$ cat config.mk
export PLATFORM = sky130hd
export DESIGN_NAME = delay_buffer
export DESIGN_NICKNAME = d
export VERILOG_FILES = /design/src/hw/delay_buffer.sv
export SDC_FILE = /design/constraint.sdc
export NUM_CORES = 1
export LEC_CHECK = 0
export BUFFER_PORTS_ARGS = -buffer_cell sky130_fd_sc_hd__buf_4
export CORE_AREA = 5 5 61 63
export DETAILED_ROUTE_END_ITERATION = 6
export DIE_AREA = 0 0 66 68
export PLACE_DENSITY = 0.75
export SYNTH_ARGS = -nofsm -noshare
export SYNTH_HDL_FRONTEND = slang
export SYNTH_SLANG_ARGS = --single-unit
$ cat constraint.sdc
create_clock -name clk -period 0.8 [get_ports clk]
set_input_delay 0.16 -clock clk [delete_from_list [all_inputs] [get_ports clk]]
set_output_delay 0.16 -clock clk [all_outputs]
set_load 0.03 [all_outputs]
$ cat src/hw/delay_buffer.sv
`timescale 1ns/100ps

module delay_buffer #(
    parameter integer lanes    = 4,
    parameter integer bitwidth = 8,
    parameter integer depth    = 1
) (
    input  logic                clk,
    input  logic                rst_n_i,
    input  logic [bitwidth-1:0] in_i     [lanes-1:0],
    output logic [bitwidth-1:0] buffer_o [lanes-1:0][depth:0]
);

    logic [bitwidth-1:0] stage [lanes-1:0][depth:1];

    always_ff @(posedge clk or negedge rst_n_i) begin
        if (!rst_n_i) begin
            for (int i = 0; i < lanes; i++) begin
                for (int d = 1; d <= depth; d++) begin
                    stage[i][d] <= '0;
                end
            end
        end else begin
            for (int i = 0; i < lanes; i++) begin
                stage[i][1] <= in_i[i];
                for (int d = 2; d <= depth; d++) begin
                    stage[i][d] <= stage[i][d-1];
                end
            end
        end
    end

    // Copy 0 is the live input
    always_comb begin
        for (int i = 0; i < lanes; i++) begin
            buffer_o[i][0] = in_i[i];
            for (int d = 1; d <= depth; d++) begin
                buffer_o[i][d] = stage[i][d];
            end
        end
    end

endmodule : delay_buffer

==> run summary <==
status -> finished with violations
violated checks -> setup timing
Max H-tree Level -> 2
layout multi-input combinational cell count -> 0
count of standard-cell rows -> 21
startpoint-to-endpoint class of the critical path -> reg2out
vias in the first global route -> 1014
measured slew at the worst slew-check pin -> 0.391 ns
synthesized cell area -> 1040 um2
power density normalized to cell area -> 1750 nW/um2
antenna violations before repair -> 0
total setup violations reported at the end of the flow -> 32
Max IR drop VDD -> 1.14 mV
overall fraction of global-route tracks in use -> 0.137
setup repair after global routing missed its margin -> yes
aggregate routed wire length -> 2930 um
GPL Wtd Cong -> 0.681
number of instances in the synthesized netlist -> 64
count of pins on the block boundary -> 98
final cell count without fillers -> 215
number of diodes added for antenna fixing -> 0
type of the worst min-delay path -> in2async
largest fanout of any net on the critical path -> 1
CP required -> 0.64 ns
summed area of non-filler cells in the final layout -> 2100 um2
Final Worst Setup Slack -> -0.210 ns
effective utilization at floorplan -> 0.327
Die ar. -> 4490 um2
number of setup buffers added after CTS -> 0
number of sinks handled by clock tree synthesis -> 32
first-pass GRT wire length -> 4350 um
slowest stage delay, CP -> 0.39 ns
input/output buffers -> 97
headroom to the max-slew limit -> 0.739
time the final worst path needs with I/O delays and setup -> 1.01 ns
critical path data arrival time -> 0.85 ns
overall via count from detail_route -> 832
overall die width -> 66 um
placed inst area -> 1590 um2
critical path's slowest cell -> sky130_fd_sc_hd__dfrtp_1
number of buffers between clock root and the deepest sink -> 2
sequential area share after synthesis -> 0.769
Final Hold Violating Endpoints -> 0
Critical Path Stages -> 1
post-synthesis net count -> 98
Lkg Pwr -> 0.00105 uW
TritonCTS clock tree -> done
count of final max-slew check failures -> 0
max capacitance violation total -> 0
CP cell instances -> buf_6
area added between synthesis and finish -> 102%
Placeable Area -> 3180 um2
Die Height -> 68 um
worst slack, placed -> 0.120 ns
Placed Instances -> 175
area occupied by multi-input gates -> 0 um2
kind of cell with the highest combined delay on the critical path -> flip-flops
synth warn -> 0
largest net degree at the start of global routing -> 33
Overflow after GRT -> 0
fraction of layout instances using a drive strength above 1 -> 0.615
number of design-rule violations left by the first detailed-router iteration -> 14
count of unresolved DRC violations after routing -> 0
iteration count of the initial detailed-routing pass -> 2
drt wl/cell -> 13.6 um
final worst path period share -> 1.26
Worst setup SP type -> flop
type of element capturing the critical path -> primary output
root buffer cell -> sky130_fd_sc_hd__clkbuf_4
remaining antenna violation count -> 0
Avg Vias per Cell -> 3.87
Seq cells post-synth -> 32
WP buf/inv -> 1
flip-flop count of the largest register after layout -> 32
synthesized area divided by synthesized cell count -> 16.3 um2
number of distinct library cell variants in the gate-level netlist after synthesis -> 2
CTS Buf Count -> 5
clock-pin slew of the registers on the worst-case setup and hold paths -> 0.09 ns
layout net count -> 203
Max Clk Rate -> 990 MHz
cell type report:
cell class | instances | area (um2)
clock buffer | 7 | 65.1
timing repair buffer | 130 | 1180
fill | 225 | 1080
tap | 46 | 57.6
sequential | 32 | 801
stage by stage:
step / utilization / setup TNS [ns] / hold slack (ns) / total power [uW]
5_1_grt: 0.661 / -8.05 / 0.322 / 3880
4_1_cts: 0.661 / -7.17 / 0.291 / 3750
3_5_place_dp: 0.499 / 0 / 0.114 / 2550
3_3_place_gp: 0.499 / 0 / 0.103 / 2540
2_1_floorplan: - / 0 / -0.136 / 2230
6_report: 0.661 / -6.28 / 0.314 / 3680
cell usage after synthesis, drive strengths merged:
cell type	instances	area, um2
dfrtp	32	801
buf	32	240
repair_timing:
item	in CTS	in global routing
hold buffers	33	0
hold endpoints to repair	64	0
gates resized for setup	32	0
setup endpoints to repair	32	32
placed cells by master, fill, tap and decap left out:
master | netlist | final
sky130_fd_sc_hd__buf_4 | 32 | 65
sky130_fd_sc_hd__buf_6 | 0 | 32
sky130_fd_sc_hd__clkbuf_4 | 0 | 5
sky130_fd_sc_hd__dlygate4sd3_1 | 0 | 33
sky130_fd_sc_hd__dfrtp_1 | 32 | 32
sky130_fd_sc_hd__clkbuf_8 | 0 | 2
cell families (layout without fill, tap and decap cells):
| logic type | count (synthesis) | in the layout | share of synthesized area |
|---|---|---|---|
| buffers and inverters | 32 | 137 | 0.231 |
| flip-flops | 32 | 32 | 0.769 |
power by group:
group | total (uW) | internal, uW | switching [uW]
Clock | 980 | 498 | 482
Combinational | 968 | 465 | 503
Sequential | 1740 | 1700 | 37.8
Total | 3680 | 2660 | 1020
metal layers:
| metal | track usage | up-vias | part of all wire |
|---|---|---|---|
| met5 | 0 | - | 0 |
| met2 | 0.275 | 61 | 0.59 |
| met4 | 0.0381 | 0 | 0.0038 |
| met3 | 0.0887 | 2 | 0.15 |
| li1 | - | 371 | - |
| met1 | 0.103 | 398 | 0.26 |
path summary, 6_finish.rpt:
path | from | to | slack, ns
worst max-delay path | buffer_o[63]$_DFF_PN0_ | buffer_o[63] | -0.21
worst min-delay path | rst_n_i | buffer_o[14]$_DFF_PN0_ | 0.31
max in group asynchronous | rst_n_i | buffer_o[44]$_DFF_PN0_ | 0.20
min in group clk | in_i[19] | buffer_o[43]$_DFF_PN0_ | 0.49
No activity file was read; power rests on OpenSTA's default activity.
