$ cat src/hw/dsp_config.svh
`ifndef DSP_CONFIG_SVH
`define DSP_CONFIG_SVH

// Lanes per parallel word
`define DSP_CHANNEL_WIDTH 4

// ADC input codes
`define DSP_CODE_PRECISION 8

// Feed-forward equalizer
`define DSP_FFE_LENGTH 3
`define DSP_WEIGHT_PRECISION 8
`define DSP_FFE_SHIFT_PRECISION 4
`define DSP_FFE_OUT_PRECISION 10

// Channel model used to rebuild the codes
`define DSP_CHANNEL_DEPTH 3
`define DSP_CHAN_PRECISION 8
`define DSP_CHAN_SHIFT_PRECISION 3
`define DSP_EST_CODE_PRECISION 10

// Error and detector window
`define DSP_ERROR_PRECISION 11
`define DSP_SEQ_LENGTH 4

`endif
$ cat src/hw/dsp_pkg.sv
`include "dsp_config.svh"

package dsp_pkg;

    // Raw ADC sample
    typedef logic signed [`DSP_CODE_PRECISION-1:0] code_t;

    // FFE coefficient
    typedef logic signed [`DSP_WEIGHT_PRECISION-1:0] weight_t;

    // FFE output, also the slicer threshold
    typedef logic signed [`DSP_FFE_OUT_PRECISION-1:0] ffe_est_t;

    // Channel impulse response tap
    typedef logic signed [`DSP_CHAN_PRECISION-1:0] tap_t;

    // Code rebuilt from the sliced bits
    typedef logic signed [`DSP_EST_CODE_PRECISION-1:0] est_code_t;

    // Rebuilt code minus ADC code
    typedef logic signed [`DSP_ERROR_PRECISION-1:0] error_t;

endpackage

$ cat src/hw/channel_filter.sv
`timescale 1ns/100ps
`include "dsp_config.svh"

module channel_filter (
    input  logic               bits_i          [`DSP_CHANNEL_WIDTH-1:0],
    input  logic               prev_bits_i     [`DSP_CHANNEL_WIDTH-1:0],
    input  dsp_pkg::tap_t      channel_est_i   [`DSP_CHANNEL_WIDTH-1:0][`DSP_CHANNEL_DEPTH-1:0],
    input  logic [`DSP_CHAN_SHIFT_PRECISION-1:0] channel_shift_i [`DSP_CHANNEL_WIDTH-1:0],
    output dsp_pkg::est_code_t est_code_o      [`DSP_CHANNEL_WIDTH-1:0]
);

    localparam integer lanes = `DSP_CHANNEL_WIDTH;
    localparam integer depth = `DSP_CHANNEL_DEPTH;
    localparam integer acc_w = `DSP_CHAN_PRECISION + $clog2(depth) + 1;

    logic sym_stream [2*lanes-1:0];

    always_comb begin
        for (int i = 0; i < lanes; i++) begin
            sym_stream[i]         = prev_bits_i[i];
            sym_stream[lanes + i] = bits_i[i];
        end
    end

    always_comb begin
        logic signed [acc_w-1:0] acc;
        logic signed [acc_w-1:0] tap;
        logic signed [acc_w-1:0] shifted;

        for (int i = 0; i < lanes; i++) begin
            acc = '0;
            for (int k = 0; k < depth; k++) begin
                tap = channel_est_i[i][k];
                // Bit 1 is symbol +1, bit 0 is symbol -1
                if (sym_stream[lanes + i - k]) begin
                    acc = acc + tap;
                end else begin
                    acc = acc - tap;
                end
            end
            shifted = acc >>> channel_shift_i[i];
            est_code_o[i] = shifted[`DSP_EST_CODE_PRECISION-1:0];
        end
    end

endmodule : channel_filter

$ cat config.mk
export PLATFORM = sky130hd
export DESIGN_NAME = channel_filter
export DESIGN_NICKNAME = d
export VERILOG_FILES = /design/src/hw/dsp_pkg.sv /design/src/hw/channel_filter.sv
export VERILOG_INCLUDE_DIRS = /design/src /design/src/hw
export SDC_FILE = /design/constraint.sdc
export NUM_CORES = 1
export LEC_CHECK = 0
export BUFFER_PORTS_ARGS = -buffer_cell sky130_fd_sc_hd__clkbuf_2
export CAP_MARGIN = 20
export CORE_UTILIZATION = 52
export DETAILED_ROUTE_END_ITERATION = 8
export GPL_ROUTABILITY_DRIVEN = 0
export GPL_TIMING_DRIVEN = 0
export PLACE_DENSITY = 0.81
export SYNTH_ARGS = -nofsm -noshare
export SYNTH_HDL_FRONTEND = slang
export SYNTH_SLANG_ARGS = --single-unit
$ cat constraint.sdc
create_clock -name vclk -period 5.6
set_clock_uncertainty 0.15 [all_clocks]
set_input_delay 0.56 -clock vclk [all_inputs]
set_output_delay 0.56 -clock vclk [all_outputs]
set_load 0.005 [all_outputs]
==> flow_summary_export.csv <==
group,metric,value,unit
grt,antenna_found_initial,0,
critical_path,required,4.89,ns
finish,final_area,7820,sq um
drt,via_per_inst,5.59,
grt,grt_pass1_wl,26400,um
grt,grt_pass1_vias,6082,
yosys,yosysWarnings,0,
yosys,synth_cells,944,
timing,fmax,187,MHz
drt,drt_iter0_drc,286,
drt,num_vias,7061,
drt,wl_met2,7840,um
drt,wl_per_cell,13.0,um
timing,hold_violations,0,
finish,drive_above_1_share,20.1,%
pwr,ir_drop,0.000268,V
worst_hold_path,hold_class,"input port to primary output",
floorplanning,die_area,13400,sq um
pwr,internal_power,0.00133,W
finish,layout_commonest_cell,"clkbuf_2",
pwr,pwr-share-seq,0,%
timing,min_period,5.35,ns
timing,setup_viol,0,
floorplanning,die_h,116,um
critical_path,endpoint_kind,"primary output",
grt,grt_overflow,0,
drt,ant_nets,0,
floorplanning,core_area,12600,sq um
pwr,p_switching,0.00144,W
clock_tree,cts_hold_buf,0,
grt,grt_start_max_net_pins,11,
pwr,pwr-share-clk,0,%
finish,nets,1310,
placed_design,dpl-instance-area,7670,sq um
timing,maxSlewViolCount,0,
job,drv_cap,0,
critical_path,worstPathArrival,4.64,ns
timing,finalWorstSetupSlack,0.247,ns
drt,first_pass_iters,7,
yosys,syn_area,6740,sq um
yosys,synth_area_leaders,"ha_1 17%, xor2_1 12%, xnor2_1 7.8%",
critical_path,crit_path_start_kind,"input port",
yosys,synth_nets,1160,
floorplanning,die_w,116,um
timing,slew_headroom,66.5,%
yosys,synth_seq_area_share,0,%
timing,fin_crit_sh,95.6,%
floorplanning,fp-row-count,41,
pwr,switching_share,52.0,%
drt,drc_errors,0,
grt,grt.total_usage,23.2,%
floorplanning,pin_count,156,
yosys,ys_types,68,
outcome,status,"finished, final reports clean",
finish,syn2layout_area_growth,16.1,%
yosys,synth_top_area_share,17.1,%
placed_design,io_buffers,143,
drt,wl_met3,583,um
drt,drt-total-wl,16500,um
critical_path,crit_path_max_fanout,10,
drt,drt-met1-wl,7850,um
pwr,p_comb_share,100.0,%
finish,seqCellArea,0,sq um
finish,mostFrequentLayoutCells,"147 x clkbuf_2, 120 x nor2_1, 92 x ha_1",
finish,clkbuf_count,0,
pwr,powerDensity,355,nW/um^2
floorplanning,start_util,53.4,%
timing,tightest_slew,0.496,ns
placed_design,dp_slack,-0.795,ns
yosys,yosys.area.top_type,"ha_1",
pwr,leakage,3.73,nW
placed_design,dpl.hpwl,14200,um
critical_path,crit_type,"input port to primary output",
drt,top_layer_used,"met4",
finish,num_antenna_cells,0,
yosys,syn-mean-instance-area,7.14,sq um
finish,seq_cells,0,
[synthesized netlist by cell type, types with 9 or more instances]
cell      count
ha_1         92
o21a_1       12
a21o_1       22
nand2_1      51
clkbuf_1     27
xor2_1       89
o21bai_1      9
nand3_1      13
nor3_1       49
o211ai_1     10
a31oi_1      18
a21oi_1      87
o21ai_0      30
mux2_2       26
mux4_2        9
mux2i_1      32
inv_1        61
xnor2_1      60
a211oi_1      9
nor2_1      120
[worst max-delay path, cell delays in order]
cell	delay [ns]
clkbuf_2	0.12
buf_8	0.16
buf_8	0.15
mux2_2	0.38
fa_2	0.42
a21oi_2	0.14
nor2_1	0.06
or3_1	0.34
a21oi_2	0.15
xnor2_1	0.08
ha_1	0.23
a2111oi_4	0.36
a21boi_2	0.23
o21bai_1	0.09
a21oi_1	0.16
xor2_1	0.26
mux2i_2	0.15
mux4_2	0.48
clkbuf_2	0.12
[power groups by stage]
stage	clock network (W)	registers, W	logic (W)
after floorplan	0	0	0.00201
after global placement	0	0	0.00260
after detailed placement	0	0	0.00264
after CTS	0	0	0.00268
after global routing	0	0	0.00311
final	0	0	0.00278
[what timing repair did]
item,in CTS,in global routing
endpoints found under the hold margin,0,0
setup buffers,1,4
gates resized for setup,13,27
pin swaps,1,4
endpoints found under the setup margin,28,29
[through the flow]
stage                     hold slack, ns  setup TNS [ns]  total power [W]  utilization [%]  cells
final                               1.35               0          0.00278             62.0   1264
after global routing                1.40         -0.0886          0.00311             62.0   1264
after CTS                           1.36               0          0.00268             61.0   1260
after detailed placement            1.35           -8.18          0.00264             60.8   1259
after global placement              1.36           -6.31          0.00260             60.8   1259
after floorplan                     1.09               0          0.00201                -    944
[area by class of cell]
| type | instances | area [sq um] |
|---|---|---|
| Buffer | 33 | 160 |
| Fill cell | 1204 | 4800 |
| Inverter | 63 | 236 |
| Multi-Input combinational cell | 848 | 6460 |
| Tap cell | 172 | 215 |
| Timing Repair Buffer | 148 | 753 |
[layer usage]
metal	up-vias	global-route usage [%]
met5	-	0
met4	0	2.74
met3	14	0.523
met2	174	42.6
met1	3165	31.0
li1	3708	-
[logic make-up after synthesis]
kind of cell / synth area share [%]
compound gates: 23.7
xor+xnor: 20.0
fa+ha+maj: 19.5
buf+inv: 5.37
mux: 12.1
simple gates: 19.4
[final timing paths]
check | from | endpoint | cells after the start
setup / recovery | bits_i[1] | est_code_o[22] | 19
hold / removal | channel_shift_i[11] | est_code_o[35] | 3
(Power assumes the default switching activity.)
