--- src/hw/dsp_config.svh ---
`ifndef DSP_CONFIG_SVH
`define DSP_CONFIG_SVH

// Lanes per parallel word
`define DSP_CHANNEL_WIDTH 4

// ADC input codes
`define DSP_CODE_PRECISION 8

// Feed-forward equalizer
`define DSP_FFE_LENGTH 3
`define DSP_WEIGHT_PRECISION 8
`define DSP_FFE_SHIFT_PRECISION 4
`define DSP_FFE_OUT_PRECISION 10

// Channel model used to rebuild the codes
`define DSP_CHANNEL_DEPTH 3
`define DSP_CHAN_PRECISION 8
`define DSP_CHAN_SHIFT_PRECISION 3
`define DSP_EST_CODE_PRECISION 10

// Error and detector window
`define DSP_ERROR_PRECISION 11
`define DSP_SEQ_LENGTH 4

`endif
--- src/hw/dsp_pkg.sv ---
`include "dsp_config.svh"

package dsp_pkg;

    // Raw ADC sample
    typedef logic signed [`DSP_CODE_PRECISION-1:0] code_t;

    // FFE coefficient
    typedef logic signed [`DSP_WEIGHT_PRECISION-1:0] weight_t;

    // FFE output, also the slicer threshold
    typedef logic signed [`DSP_FFE_OUT_PRECISION-1:0] ffe_est_t;

    // Channel impulse response tap
    typedef logic signed [`DSP_CHAN_PRECISION-1:0] tap_t;

    // Code rebuilt from the sliced bits
    typedef logic signed [`DSP_EST_CODE_PRECISION-1:0] est_code_t;

    // Rebuilt code minus ADC code
    typedef logic signed [`DSP_ERROR_PRECISION-1:0] error_t;

endpackage

--- src/hw/comb_ffe.sv ---
`timescale 1ns/100ps
`include "dsp_config.svh"

module comb_ffe (
    input  dsp_pkg::code_t    codes_i           [`DSP_CHANNEL_WIDTH-1:0],
    input  dsp_pkg::code_t    prev_codes_i      [`DSP_CHANNEL_WIDTH-1:0],
    input  dsp_pkg::weight_t  weights_i         [`DSP_FFE_LENGTH-1:0][`DSP_CHANNEL_WIDTH-1:0],
    input  logic              disable_product_i [`DSP_FFE_LENGTH-1:0][`DSP_CHANNEL_WIDTH-1:0],
    input  logic [`DSP_FFE_SHIFT_PRECISION-1:0] ffe_shift_i [`DSP_CHANNEL_WIDTH-1:0],
    output dsp_pkg::ffe_est_t estimate_o        [`DSP_CHANNEL_WIDTH-1:0]
);

    localparam integer lanes = `DSP_CHANNEL_WIDTH;
    localparam integer taps  = `DSP_FFE_LENGTH;

    // Products at full width plus growth for the tap sum
    localparam integer acc_w = `DSP_CODE_PRECISION + `DSP_WEIGHT_PRECISION + $clog2(taps) + 1;

    dsp_pkg::code_t stream [2*lanes-1:0];

    // Previous word at the low indices, current word above it
    always_comb begin
        for (int i = 0; i < lanes; i++) begin
            stream[i]         = prev_codes_i[i];
            stream[lanes + i] = codes_i[i];
        end
    end

    always_comb begin
        logic signed [acc_w-1:0] acc;
        logic signed [acc_w-1:0] shifted;

        for (int i = 0; i < lanes; i++) begin
            acc = '0;
            for (int k = 0; k < taps; k++) begin
                // Tap k looks k lanes back in the joined stream
                if (!disable_product_i[k][i]) begin
                    acc = acc + weights_i[k][i] * stream[lanes + i - k];
                end
            end
            shifted = acc >>> ffe_shift_i[i];
            estimate_o[i] = shifted[`DSP_FFE_OUT_PRECISION-1:0];
        end
    end

endmodule : comb_ffe

--- config.mk ---
export PLATFORM = sky130hd
export DESIGN_NAME = comb_ffe
export DESIGN_NICKNAME = d
export VERILOG_FILES = /design/src/hw/dsp_pkg.sv /design/src/hw/comb_ffe.sv
export VERILOG_INCLUDE_DIRS = /design/src /design/src/hw
export SDC_FILE = /design/constraint.sdc
export NUM_CORES = 2
export LEC_CHECK = 0
export ABC_AREA = 1
export BUFFER_PORTS_ARGS = -buffer_cell sky130_fd_sc_hd__buf_2
export CAP_MARGIN = 10
export CORE_ASPECT_RATIO = 1.5
export CORE_MARGIN = 5
export CORE_UTILIZATION = 40
export DETAILED_ROUTE_END_ITERATION = 12
export PLACE_DENSITY = 0.59
export SLEW_MARGIN = 20
export SYNTH_ARGS = -nofsm -noshare
export SYNTH_HDL_FRONTEND = slang
export SYNTH_SLANG_ARGS = --single-unit
--- constraint.sdc ---
create_clock -name vclk -period 25.7
set_clock_uncertainty 0.05 [all_clocks]
set_input_delay 5.14 -clock vclk [all_inputs]
set_output_delay 5.14 -clock vclk [all_outputs]
set_load 0.01 [all_outputs]
==> impl_metrics.env <==
export IMPL_start_util=0.4023
export IMPL_arrival_ns=17.70
export IMPL_status="complete, no violations"
export IMPL_postCtsResizedCells=0
export IMPL_pre_cts_slack_ns=2.749
export IMPL_cp_slowest_cell="fa_1"
export IMPL_end_kind="primary output"
export IMPL_finalSetupViolCount=0
export IMPL_tns_ns=0
export IMPL_grt_max_degree=28
export IMPL_antenna_found_initial=36
export IMPL_grtUsageTotal=0.2046
export IMPL_dr_pass1_iters=7
export IMPL_wire_per_inst_um=15.43
export IMPL_fin_crit_ns=22.89
export IMPL_rows=149
export IMPL_hp_class="in -> out"
export IMPL_ys_seq_area_frac=0
export IMPL_required_ns=20.51
export IMPL_fmax_ghz=0.04369
export IMPL_tightestPinTransition_ns=1.097
export IMPL_synth_xor_area_frac=0.01801
export IMPL_syn_inst=6260
export IMPL_dp_hpwl_um=106200
export IMPL_port_buffers=212
export IMPL_die_area_um2=117500
export IMPL_crit_fanout=18
export IMPL_cp_start_kind="input port"
export IMPL_final_common_cell="inv_1"
export IMPL_synth_compound_area_frac=0.05152
export IMPL_yosysUniqueCellTypes=56
export IMPL_gp_congestion=0.9238
export IMPL_rsz0062_at_grt="no"
export IMPL_place_inst=7666
export IMPL_final_cell_mix="inv_1, nand2_1, fa_1, nand3_1, ha_1"
export IMPL_grt_pass1_wl_um=197000
export IMPL_fill_cells=11630
export IMPL_overflow=0
export IMPL_drv_slew=0
export IMPL_drc_errors=0
export IMPL_finalWirelength_um=118700
export IMPL_die_w_um=281.6
export IMPL_synth_top_family_by_area="adder cells"
export IMPL_fin_cells=7688
export IMPL_synth_area_um2=44250
export IMPL_drive_above_1_share=0.05263
export IMPL_postCtsSetupBuffers=0
export IMPL_ctsHoldBuffers=0
export IMPL_finalHoldViolCount=0
export IMPL_first_iter_violations=1688
export IMPL_area_delta_synth_final_pct=4.349
export IMPL_crit_path_start="codes_i[23]"
export IMPL_nets=7758
export IMPL_synth_mux_area_frac=0.003167
export IMPL_ant_nets=0
export IMPL_final_period_utilization=0.8907
export IMPL_crit_type="in -> out"
export IMPL_max_cap_violations=0
export IMPL_dr_total_vias=37470
export IMPL_syn_num_nets=7784
export IMPL_crit_path_frequent_cell="fa_1"
export IMPL_seqCellArea_um2=0
export IMPL_worst_slack_ns=2.809
export IMPL_core_region_area_um2=110000
export IMPL_die_y_um=417.4
export IMPL_first_global_vias=39950
export IMPL_slowest_delay_ns=0.65
export IMPL_slew_headroom=0.2611
export IMPL_hold_start="ffe_shift_i[15]"
export IMPL_syn_avg_cell_area_um2=7.069
export IMPL_num_io_pins=228
export IMPL_synth_fa_ha_area_frac=0.5264
export IMPL_clock_buffers=0
export IMPL_viasPerCell=4.874
export IMPL_flops_and_latches=0
export IMPL_yosysWarningCount=0
export IMPL_yosys_area_share_simple=0.2374
export IMPL_finish_utilization=0.4198
[final cells by class]
| type | instances | area (µm²) | share of cell area |
|---|---|---|---|
| antenna | 22 | 55.05 | 0.001192 |
| tap | 1434 | 1794 | 0.03886 |
| timing repair buffer | 214 | 1076 | 0.02330 |
| inverter | 1661 | 6235 | 0.1350 |
| multi-input combinational | 4357 | 37010 | 0.8016 |
[metrics by stage]
stage / area (µm²) / hold slack, ns
2_1_floorplan: 44250 / 10.39
3_3_place_gp: 46120 / 10.64
3_5_place_dp: 46120 / 10.64
4_1_cts: 46120 / 10.64
5_1_grt: 46130 / 10.68
6_report: 46170 / 10.64
[path summary, 6_finish.rpt]
check	endpoint	slack, ns	cells past startpoint
setup / recovery	estimate_o[24]	2.81	52
hold / removal	estimate_o[35]	10.64	4
[worst max-delay path, delay by kind of cell]
family,cells,cell delay [ns]
and+or+nand+nor,20,2.42
adders and majority gates,17,7.63
AOI/OAI and AO/OA,5,1.26
buffers and inverters,10,1.27
[cells by family after synthesis]
family,after synthesis
muxes,14
xor gates and xnor gates,91
and+or+nand+nor,2504
AOI/OAI and AO/OA,412
adders and majority gates,1336
buffers and inverters,1903
[routing by layer]
layer	global-route usage	vias up	part of all wire
met2	0.4178	720	0.56
li1	-	18400	-
met1	0.2102	18070	0.35
met5	0	-	0.0012
met3	0.02188	265	0.038
met4	0.07463	22	0.048
[cells in the mapped netlist (6+ instances only)]
library cell / number / area, µm²
clkinv_1: 13 / 48.80
clkbuf_1: 171 / 641.9
nand3_2: 21 / 210.2
o21bai_1: 14 / 105.1
nand2_2: 10 / 62.56
a21o_1: 14 / 105.1
nand3_1: 467 / 2337
inv_1: 1643 / 6167
a21oi_1: 166 / 830.8
buf_1: 9 / 33.78
xnor2_1: 50 / 437.9
o21ai_0: 145 / 725.7
o21ai_1: 31 / 155.2
nand4_1: 27 / 168.9
buf_2: 38 / 190.2
nand2_1: 1641 / 6160
ha_1: 460 / 5756
nor3_1: 6 / 30.03
fa_1: 876 / 17540
mux2i_1: 14 / 140.1
nand3b_1: 20 / 150.1
clkbuf_2: 18 / 90.09
a21oi_2: 6 / 52.55
nor2_1: 238 / 893.4
xor2_1: 41 / 359.1
or2_2: 51 / 319.1
Power is not shown: default switching activity piles up to over one toggle a cycle in this logic, so the estimate is an artifact.
