**src/hw/dsp_config.svh**
```systemverilog
`ifndef DSP_CONFIG_SVH
`define DSP_CONFIG_SVH

// Lanes per parallel word
`define DSP_CHANNEL_WIDTH 4

// ADC input codes
`define DSP_CODE_PRECISION 8

// Feed-forward equalizer
`define DSP_FFE_LENGTH 3
`define DSP_WEIGHT_PRECISION 8
`define DSP_FFE_SHIFT_PRECISION 4
`define DSP_FFE_OUT_PRECISION 10

// Channel model used to rebuild the codes
`define DSP_CHANNEL_DEPTH 3
`define DSP_CHAN_PRECISION 8
`define DSP_CHAN_SHIFT_PRECISION 3
`define DSP_EST_CODE_PRECISION 10

// Error and detector window
`define DSP_ERROR_PRECISION 11
`define DSP_SEQ_LENGTH 4

`endif
```
**src/hw/dsp_pkg.sv**
```systemverilog
`include "dsp_config.svh"

package dsp_pkg;

    // Raw ADC sample
    typedef logic signed [`DSP_CODE_PRECISION-1:0] code_t;

    // FFE coefficient
    typedef logic signed [`DSP_WEIGHT_PRECISION-1:0] weight_t;

    // FFE output, also the slicer threshold
    typedef logic signed [`DSP_FFE_OUT_PRECISION-1:0] ffe_est_t;

    // Channel impulse response tap
    typedef logic signed [`DSP_CHAN_PRECISION-1:0] tap_t;

    // Code rebuilt from the sliced bits
    typedef logic signed [`DSP_EST_CODE_PRECISION-1:0] est_code_t;

    // Rebuilt code minus ADC code
    typedef logic signed [`DSP_ERROR_PRECISION-1:0] error_t;

endpackage

```
**src/hw/comb_comp.sv**
```systemverilog
`timescale 1ns/100ps
`include "dsp_config.svh"

module comb_comp (
    input  logic              clk,
    input  logic              rst_n_i,
    input  dsp_pkg::ffe_est_t estimate_i [`DSP_CHANNEL_WIDTH-1:0],
    input  dsp_pkg::ffe_est_t thresh_i   [`DSP_CHANNEL_WIDTH-1:0],
    output logic              bits_o     [`DSP_CHANNEL_WIDTH-1:0]
);

    localparam integer lanes = `DSP_CHANNEL_WIDTH;

    logic bits_next [lanes-1:0];

    // Signed compare, equal to threshold slices high
    always_comb begin
        for (int i = 0; i < lanes; i++) begin
            bits_next[i] = (estimate_i[i] >= thresh_i[i]);
        end
    end

    always_ff @(posedge clk or negedge rst_n_i) begin
        if (!rst_n_i) begin
            for (int i = 0; i < lanes; i++) begin
                bits_o[i] <= 1'b0;
            end
        end else begin
            for (int i = 0; i < lanes; i++) begin
                bits_o[i] <= bits_next[i];
            end
        end
    end

endmodule : comb_comp

```
**config.mk**
```make
export PLATFORM = sky130hd
export DESIGN_NAME = comb_comp
export DESIGN_NICKNAME = d
export VERILOG_FILES = /design/src/hw/dsp_pkg.sv /design/src/hw/comb_comp.sv
export VERILOG_INCLUDE_DIRS = /design/src /design/src/hw
export SDC_FILE = /design/constraint.sdc
export NUM_CORES = 1
export LEC_CHECK = 0
export ABC_AREA = 1
export BUFFER_PORTS_ARGS = -buffer_cell sky130_fd_sc_hd__buf_2
export CELL_PAD_IN_SITES_DETAIL_PLACEMENT = 1
export CELL_PAD_IN_SITES_GLOBAL_PLACEMENT = 1
export CORE_ASPECT_RATIO = 1.4
export CORE_UTILIZATION = 31
export CTS_BUF_LIST = sky130_fd_sc_hd__clkbuf_8
export DETAILED_ROUTE_END_ITERATION = 10
export PLACE_DENSITY = 0.95
export REMOVE_ABC_BUFFERS = 1
export SYNTH_ARGS = -nofsm -noshare
export SYNTH_HDL_FRONTEND = slang
export SYNTH_SLANG_ARGS = --single-unit
```
**constraint.sdc**
```tcl
create_clock -name clk -period 1.11 [get_ports clk]
set_input_delay 0.222 -clock clk [delete_from_list [all_inputs] [get_ports clk]]
set_output_delay 0.222 -clock clk [all_outputs]
set_load 0.02 [all_outputs]
```
==> results of run 1 <==
[what timing repair did]
item,CTS,global route
setup endpoints to repair,2,4
gates cloned,0,0
hold endpoints to repair,4,0
hold buffers,1,0
pin swaps,2,14
resized for setup,5,35
[routing by layer]
layer / vias up / part of all wire, %
li1: 856 / -
met1: 772 / 30
met2: 68 / 61
met3: 11 / 6.6
met4: 0 / 2.3
met5: - / 0
[report_power, final]
part           switching (mW)  internal (mW)  leakage, nW  total [mW]
combinational           0.443          0.412         1.33       0.855
sequential            0.00625          0.172       0.0479       0.178
clock                  0.0695          0.231       0.0216       0.300
[final cells by class]
cell class / count / area (um2)
tap: 60 / 75.1
sequential: 4 / 100
timing repair buffer: 97 / 518
multi-input combinational: 140 / 1280
clock buffer: 3 / 41.3
fill: 593 / 1990
inverter: 72 / 270
[logic make-up after synthesis]
family	synth area share, %
flops	7.17
compound gates	3.94
fa+ha+maj	35.8
simple gates	33.7
buf+inv	19.4
[per-stage QoR]
| step | hold WS (ns) | TNS [ns] | power (mW) |
|---|---|---|---|
| 2_1_floorplan | -0.0736 | -0.202 | 0.593 |
| 3_3_place_gp | 0.0307 | -0.749 | 0.861 |
| 3_5_place_dp | 0.0305 | -0.910 | 0.913 |
| 4_1_cts | 0.358 | 0 | 1.24 |
| 5_1_grt | 0.354 | -0.0603 | 1.49 |
| 6_report | 0.357 | 0 | 1.33 |
[cells in the final DEF, fill, tap and decap left out]
cell type	netlist	layout
buf_2	0	85
inv_1	72	67
nand2_1	60	49
ha_1	40	24
ha_4	0	16
nand2_2	4	14
nand3_2	10	11
buf_4	0	11
nand4_1	8	8
nor2_4	4	5
a21oi_2	4	5
inv_2	0	5
dfrtp_1	4	4
a21oi_1	4	3
nor2_2	0	3
clkbuf_8	0	3
nand3_1	2	1
nand2_4	0	1
dlygate4sd3_1	0	1
[worst max-delay path by stage]
stage,startpoint,end,slack [ns]
floorplan,thresh_i[19],bits_o[1],-0.06
global placement,estimate_i[29],bits_o[2],-0.23
detailed placement,estimate_i[25],bits_o[2],-0.25
CTS,estimate_i[25],bits_o[2],0.006
global route,thresh_i[23],bits_o[2],-0.02
finish,estimate_i[29],bits_o[2],0.06
==> reports/metrics.csv, run 1 <==
metric,value,unit
Rows,28,
CP required,1.20,ns
Yosys reg bits,4,
most frequent cell after synthesis,inv_1,
Layout Utilization,53.5,%
"most used cell, CP",nand3_2,
met1 global-route usage,12.2,%
ys async rst share,100,%
Critical Path Stages,8,
htree depth,1,
family with the most delay on the worst path,simple AND/OR/NAND/NOR gates,
Synth area leaders,"ha_1 (36%), inv_1 (19%), nand2_1 (16%), dfrtp_1 (7.2%), nand3_2 (7.2%)",
worst-path fanout max,3,
Top Ports,86,
Synth Cell Area,1400,um2
P&R area growth vs syn,63.8,%
Pleak,1.40,nW
WP buf/inv,2,
vias in the first global route,1848,
IO Port Bufs,85,
Synth Flop Type,dfrtp_1,
Final Critical Period,1.05,ns
first drt pass iteration count,3,
Die Area,4780,um2
Routed wire per std cell,11.7,um
YS warnings,0,
All-Layer GR Usage,18.0,%
Mapped Avg Cell Area,6.46,um2
Biggest register,bits_o,
Antenna Cells,0,
worst setup slack after placement,-0.250,ns
grt met3 use,4.25,%
DP Cell Count,372,
placed cell areas,1980,um2
busiest grt layer,met2,
final WL,4400,um
Die H,81.4,um
share of the synthesized area in the top cell type,35.8,%
nets@finish,440,
drt via density,4.54,
slowest CP cell,ha_4,
GR Util met2,43.2,%
Remaining DRCs,0,
Crit Path Class,primary input to register,
max incr delay on CP,0.25,ns
global route overflow,0,
Max Cap Viol,0,
Final Cell Area,2290,um2
Routed Antenna Nets,0,
crit start category,primary input,
CTS sink count,4,
"Seq/Total Area, Yosys",7.17,%
initial core utilization,32.7,%
first-pass GRT wire length,6680,um
largest net degree at the start of global routing,5,
post-route non-filler standard cell count,376,
Critical Path End Type,register,
Slew Limit Fails,0,
CTS buffer count,3,
final setup vio count,0,
outcome,"finished, final reports clean",
final hold vios,0,
CTS tree,built,
worst path cell trace,"buf_2, ha_4, nand2_4, inv_1, a21oi_2, nand3_2, nand2_1, nand3_2",
Commonest cells post-synth,"inv_1 (72), nand2_1 (60), ha_1 (40), nand3_2 (10), nand4_1 (8)",
worst endpoint data arrival time,1.14,ns
Iter 0 DRT Violations,17,
Power Dens Cells,583,nW/um2
die width,58.7,um
Netlist cell types,12,
Max Buffers Root-to-Sink,2,
leading registers by flop count,bits_o (4),
Syn Inst Count,216,
Worst Tran Pin Value,0.151,ns
Max rail drop VDD,0.289,mV
"EDFF count, synth",0,
max FFs per register,4,
Fmax,0.950,GHz
Clock Root Buffer,clkbuf_8,
routability congestion estimate,0.717,
"CTS clk-pin slew, worst paths",0.03,ns
initial antenna violation count,0,
layout cells sized above 1,50.3,%
Final Cycle Share,94.8,%
Worst slew margin,89.9,%
CORE AREA,4270,um2
number of setup buffers added after CTS,0,
vias,1707,
Tightest Hold Check Type,primary input to asynchronous set/reset pin,
setup ws final,0.0578,ns
Yosys top cell by area,ha_1,
DP HPWL,3860,um
(Power assumes the default switching activity.)
==> inputs of run 2 (changes only) <==
==> constraint.sdc (replaced) <==
create_clock -name clk -period 1.11 [get_ports clk]
set_input_delay 0.111 -clock clk [delete_from_list [all_inputs] [get_ports clk]]
set_output_delay 0.111 -clock clk [all_outputs]
set_load 0.02 [all_outputs]
==> reports/metrics.csv, run 2 (same netlist as run 1, synthesis figures left out) <==
metric,value,unit,change
Critical Path End Type,register,,
die width,58.7,um,unchanged
final hold vios,0,,unchanged
Routed Antenna Nets,0,,unchanged
Clock Root Buffer,clkbuf_8,,
worst setup slack after placement,-0.130,ns,+0.120 ns
CTS tree,built,,
"most common cell after layout, fill and taps aside",buf_2,,
WP buf/inv,3,,+1
slowest CP cell,ha_1,,
post-route non-filler standard cell count,374,,-0.53%
Antenna Cells,0,,unchanged
family with the most delay on the worst path,simple AND/OR/NAND/NOR gates,,
vias in the first global route,1748,,-5.4%
P&R area growth vs syn,44.4,%,
IO Port Bufs,85,,unchanged
Worst slew margin,87.1,%,-2.8 points
All-Layer GR Usage,16.7,%,-1.3 points
Rows,28,,unchanged
worst endpoint data arrival time,1.11,ns,-0.03 ns
CORE AREA,4270,um2,unchanged
routability congestion estimate,0.709,,-1.2%
outcome,"finished, final reports clean",,
Iter 0 DRT Violations,20,,+3
Max Buffers Root-to-Sink,2,,unchanged
Fmax,0.984,GHz,+3.5%
final WL,3860,um,-12%
post-cts sizing count,0,,-5
placed cell areas,1960,um2,-0.76%
Final Cell Area,2020,um2,-12%
switching share of total power,37.7,%,-1.2 points
CTS buffer count,3,,unchanged
Final Cycle Share,91.5,%,-3.2 points
max FFs per register,4,,unchanged
Switch Pwr,0.445,mW,-14%
"CTS clk-pin slew, worst paths",0.03,ns,about the same
nets@finish,438,,-0.45%
htree depth,1,,unchanged
Routed wire per std cell,10.3,um,-12%
worst path cell trace,"buf_2, inv_1, ha_1, nand2_2, inv_1, a21oi_2, nand3_2, nand2_1, nand3_2",,
CTS sink count,4,,unchanged
layout cells sized above 1,37.9,%,-12 points
vias,1667,,-2.3%
Die Area,4780,um2,unchanged
first drt pass iteration count,2,,-1
Max Cap Viol,0,,unchanged
CP required,1.21,ns,about the same
Power Dens Cells,586,nW/um2,+0.53%
share of power burned in the clock network,25.1,%,+2.6 points
Slew Limit Fails,0,,unchanged
initial antenna violation count,0,,unchanged
Flop pwr share,15.2,%,+1.8 points
max incr delay on CP,0.31,ns,+0.06 ns
RSZ-0062 raised after global routing,false,,
DP Cell Count,370,,-0.54%
first-pass GRT wire length,6270,um,-6.1%
Layout Utilization,47.2,%,-6.4 points
Remaining DRCs,0,,unchanged
Crit Path Class,primary input to register,,
combinational group share of total power,59.7,%,-4.4 points
leading registers by flop count,bits_o (4),,
largest net degree at the start of global routing,5,,unchanged
Pleak,1.38,nW,-1.4%
Final Critical Period,1.02,ns,-0.0360 ns
fillers,617,,+4.0%
Worst Tran Pin Value,0.193,ns,+0.0419 ns
Max rail drop VDD,0.302,mV,+4.4%
drt via density,4.46,,-1.8%
setup ws final,0.0938,ns,+0.0360 ns
most frequent cells in the layout,"buf_2 (85), inv_1 (72), nand2_1 (60)",,
global route overflow,0,,unchanged
Tightest Hold Check Type,primary input to asynchronous set/reset pin,,
DP HPWL,3730,um,-3.4%
final setup vio count,0,,unchanged
initial core utilization,32.7,%,unchanged
crit start category,primary input,,
worst-path fanout max,3,,unchanged
internal power,0.736,mW,-9.7%
Top Ports,86,,unchanged
Biggest register,bits_o,,
Die H,81.4,um,unchanged
run 2: cell types whose count changed in the layout (fill, tap and decap cells not counted), moves of 2 or more:
cell     before  now
inv_2         5    0
nand2_1      49   60
nor2_2        3    0
buf_4        11    9
ha_1         24   40
nor2_1        0    4
nand2_2      14    4
ha_4         16    0
inv_1        67   72
run 2: per-layer routing:
metal  global-route usage [%]  routed length, um
met1                     12.6               1160
met5                        0                  0
met3                     3.78                290
met4                     2.86                 50
met2                     39.2               2350
run 2: metrics by stage:
stage          TNS, ns  hold slack, ns  power (mW)
2_1_floorplan        0          -0.185       0.593
3_3_place_gp    -0.302         -0.0803       0.850
3_5_place_dp    -0.482         -0.0764       0.896
4_1_cts              0           0.250        1.21
5_1_grt              0           0.259        1.32
6_report             0           0.249        1.18
run 2: timing repair:
item	4_1_cts	5_1_grt
endpoints found under the hold margin	4	0
hold buffers	1	0
setup buffers	0	0
run 2: layout make-up:
| class | instances | area [um2] | share of cell area, % |
|---|---|---|---|
| repair buffers | 95 | 503 | 25.0 |
| inverters | 72 | 270 | 13.4 |
| multi-input cells | 140 | 1030 | 50.9 |
| flip-flops and latches | 4 | 100 | 4.97 |
| well taps | 60 | 75.1 | 3.72 |
| clock buffers | 3 | 41.3 | 2.05 |
run 2: worst paths after layout:
| path | start | endpoint | slack [ns] | cells past startpoint |
|---|---|---|---|---|
| setup / recovery | thresh_i[39] | bits_o[3] | 0.09 | 9 |
| hold / removal | rst_n_i | bits_o[2] | 0.25 | 2 |
| max in group asynchronous | rst_n_i | bits_o[0] | 0.74 | 2 |
| min in group clk | thresh_i[10] | bits_o[1] | 0.31 | 4 |
run 2: power groups by stage:
stage | clock network, mW | registers, mW | logic, mW
4_1_cts | 0.307 | 0.179 | 0.723
5_1_grt | 0.323 | 0.181 | 0.811
2_1_floorplan | 0 | 0.214 | 0.379
6_report | 0.296 | 0.180 | 0.705
3_5_place_dp | 0 | 0.181 | 0.715
3_3_place_gp | 0 | 0.180 | 0.671
==> inputs of run 3 (changes only) <==
CORE_UTILIZATION = 29   (was 31)
PLACE_DENSITY = 0.94   (was 0.95)
clock period = 1 ns   (was 1.11 ns; I/O delays follow)
==> reports/metrics.csv, run 3 (same netlist as run 1, synthesis figures left out) <==
metric,value,unit,change
outcome,"finished, final reports clean",,
Tightest Hold Check Type,primary input to asynchronous set/reset pin,,
worst endpoint data arrival time,1.03,ns,-0.08 ns
first drt pass iteration count,4,,+2
largest net degree at the start of global routing,5,,unchanged
"CTS clk-pin slew, worst paths",0.03,ns,about the same
vias in the first global route,1795,,+2.7%
final setup vio count,0,,unchanged
crit start category,primary input,,
worst-path fanout max,2,,-1
internal power,0.889,mW,+21%
Critical Path End Type,register,,
Rows,29,,+3.6%
setup ws final,0.0661,ns,-0.0277 ns
Overall Power,1.44,mW,+22%
Biggest register,bits_o,,
Worst slew margin,89.9,%,+2.8 points
Pleak,1.41,nW,+1.7%
CTS sink count,4,,unchanged
placed cell areas,1990,um2,+1.3%
CORE AREA,4570,um2,+7.0%
All-Layer GR Usage,15.9,%,-0.85 points
die width,60.6,um,+3.3%
Die Area,5100,um2,+6.7%
routability congestion estimate,0.678,,-4.3%
combinational group share of total power,63.1,%,+3.4 points
vias,1649,,-1.1%
Clock Root Buffer,clkbuf_8,,
drt via density,4.34,,-2.6%
final WL,4100,um,+6.3%
leading registers by flop count,bits_o (4),,
fillers,645,,+4.5%
htree depth,1,,unchanged
max FFs per register,4,,unchanged
worst setup slack after placement,-0.211,ns,-0.0809 ns
Final Cell Area,2220,um2,+10%
Antenna Cells,0,,unchanged
Max rail drop VDD,0.245,mV,-19%
first-pass GRT wire length,6390,um,+1.9%
Crit Path Class,primary input to register,,
switching share of total power,38.2,%,+0.52 points
Power Dens Cells,647,nW/um2,+10%
initial antenna violation count,0,,unchanged
final hold vios,0,,unchanged
Max Cap Viol,0,,unchanged
global route overflow,0,,unchanged
Switch Pwr,0.550,mW,+23%
DP HPWL,3610,um,-3.3%
CTS tree,built,,
Routed Antenna Nets,0,,unchanged
nets@finish,442,,+0.91%
Final Cycle Share,93.4,%,
Flop pwr share,13.7,%,-1.5 points
share of power burned in the clock network,23.2,%,-1.9 points
layout cells sized above 1,46.2,%,+8.3 points
CTS buffer count,3,,unchanged
Final Critical Period,0.934,ns,
Die H,84.1,um,+3.3%
most frequent cells in the layout,"buf_2 (85), inv_1 (72), nand2_1 (52)",,
Slew Limit Fails,0,,unchanged
initial core utilization,30.5,%,-2.1 points
Iter 0 DRT Violations,26,,+30%
Max Buffers Root-to-Sink,2,,unchanged
Routed wire per std cell,10.8,um,+4.7%
Top Ports,86,,unchanged
Remaining DRCs,0,,unchanged
Worst Tran Pin Value,0.152,ns,-0.0409 ns
CP required,1.10,ns,-0.11 ns
"most common cell after layout, fill and taps aside",buf_2,,
P&R area growth vs syn,59.3,%,
Fmax,1.07,GHz,
IO Port Bufs,85,,unchanged
run 3: cell count changes in the layout (fill, tap and decap cells not counted), moves of 3 or more:
cell | previous run | this run
nor2_2 | 0 | 3
buf_4 | 9 | 13
ha_4 | 0 | 11
nand2_2 | 4 | 12
ha_1 | 40 | 29
nand2_1 | 60 | 52
nor2_1 | 4 | 0
run 3: critical path, stage by stage:
cell     delay [ns]
buf_2          0.09
inv_1          0.04
ha_1           0.28
nand2_2        0.09
inv_1          0.06
a21oi_2        0.17
nand3_2        0.08
nand2_1        0.07
nand3_2        0.05
run 3: power by group through the flow:
stage / Combinational [mW] / Sequential [mW] / Clock, mW
floorplan: 0.420 / 0.237 / 0
global placement: 0.762 / 0.200 / 0
detailed placement: 0.812 / 0.199 / 0
CTS: 0.820 / 0.197 / 0.348
global route: 1.04 / 0.200 / 0.356
finish: 0.907 / 0.198 / 0.334
run 3: area by class of cell:
class                   instances  area [um2]  share of cell area, %
multi-input cells             140        1200                   54.0
repair buffers                 99         533                   24.0
inverters                      72         270                   12.1
flip-flops and latches          4         100                   4.50
well taps                      62        77.6                   3.49
clock buffers                   3        41.3                   1.86
run 3: worst max path at each step:
stage / start / depth (start not counted) / end / slack [ns]
after floorplan: thresh_i[19] / 8 / bits_o[1] / -0.05
after global placement: estimate_i[29] / 8 / bits_o[2] / -0.19
after detailed placement: estimate_i[39] / 8 / bits_o[3] / -0.21
after CTS: estimate_i[29] / 8 / bits_o[2] / 0.01
after global routing: thresh_i[4] / 11 / bits_o[0] / -0.02
final: thresh_i[38] / 9 / bits_o[3] / 0.07
run 3: stage by stage:
| step | hold slack, ns | utilization [%] | setup TNS (ns) | instances |
|---|---|---|---|---|
| 3_3_place_gp | -0.0806 | 43.5 | -0.648 | 375 |
| 5_1_grt | 0.258 | 48.7 | -0.0286 | 380 |
| 4_1_cts | 0.237 | 44.6 | 0 | 379 |
| 2_1_floorplan | -0.196 | - | -0.154 | 216 |
| 6_report | 0.231 | 48.7 | 0 | 380 |
| 3_5_place_dp | -0.0812 | 43.5 | -0.808 | 375 |
run 3: timing repair:
action,in CTS,in global routing
buffers inserted,0,1
endpoints found under the setup margin,0,4
hold endpoints to repair,4,0
gates resized for setup,0,25
hold buffers,1,0
run 3: routing by layer:
metal  global-route usage [%]  routed length [um]
met4                     3.10                  48
met1                     13.5                1380
met2                     34.7                2480
met5                        0                   0
met3                     2.48                 192
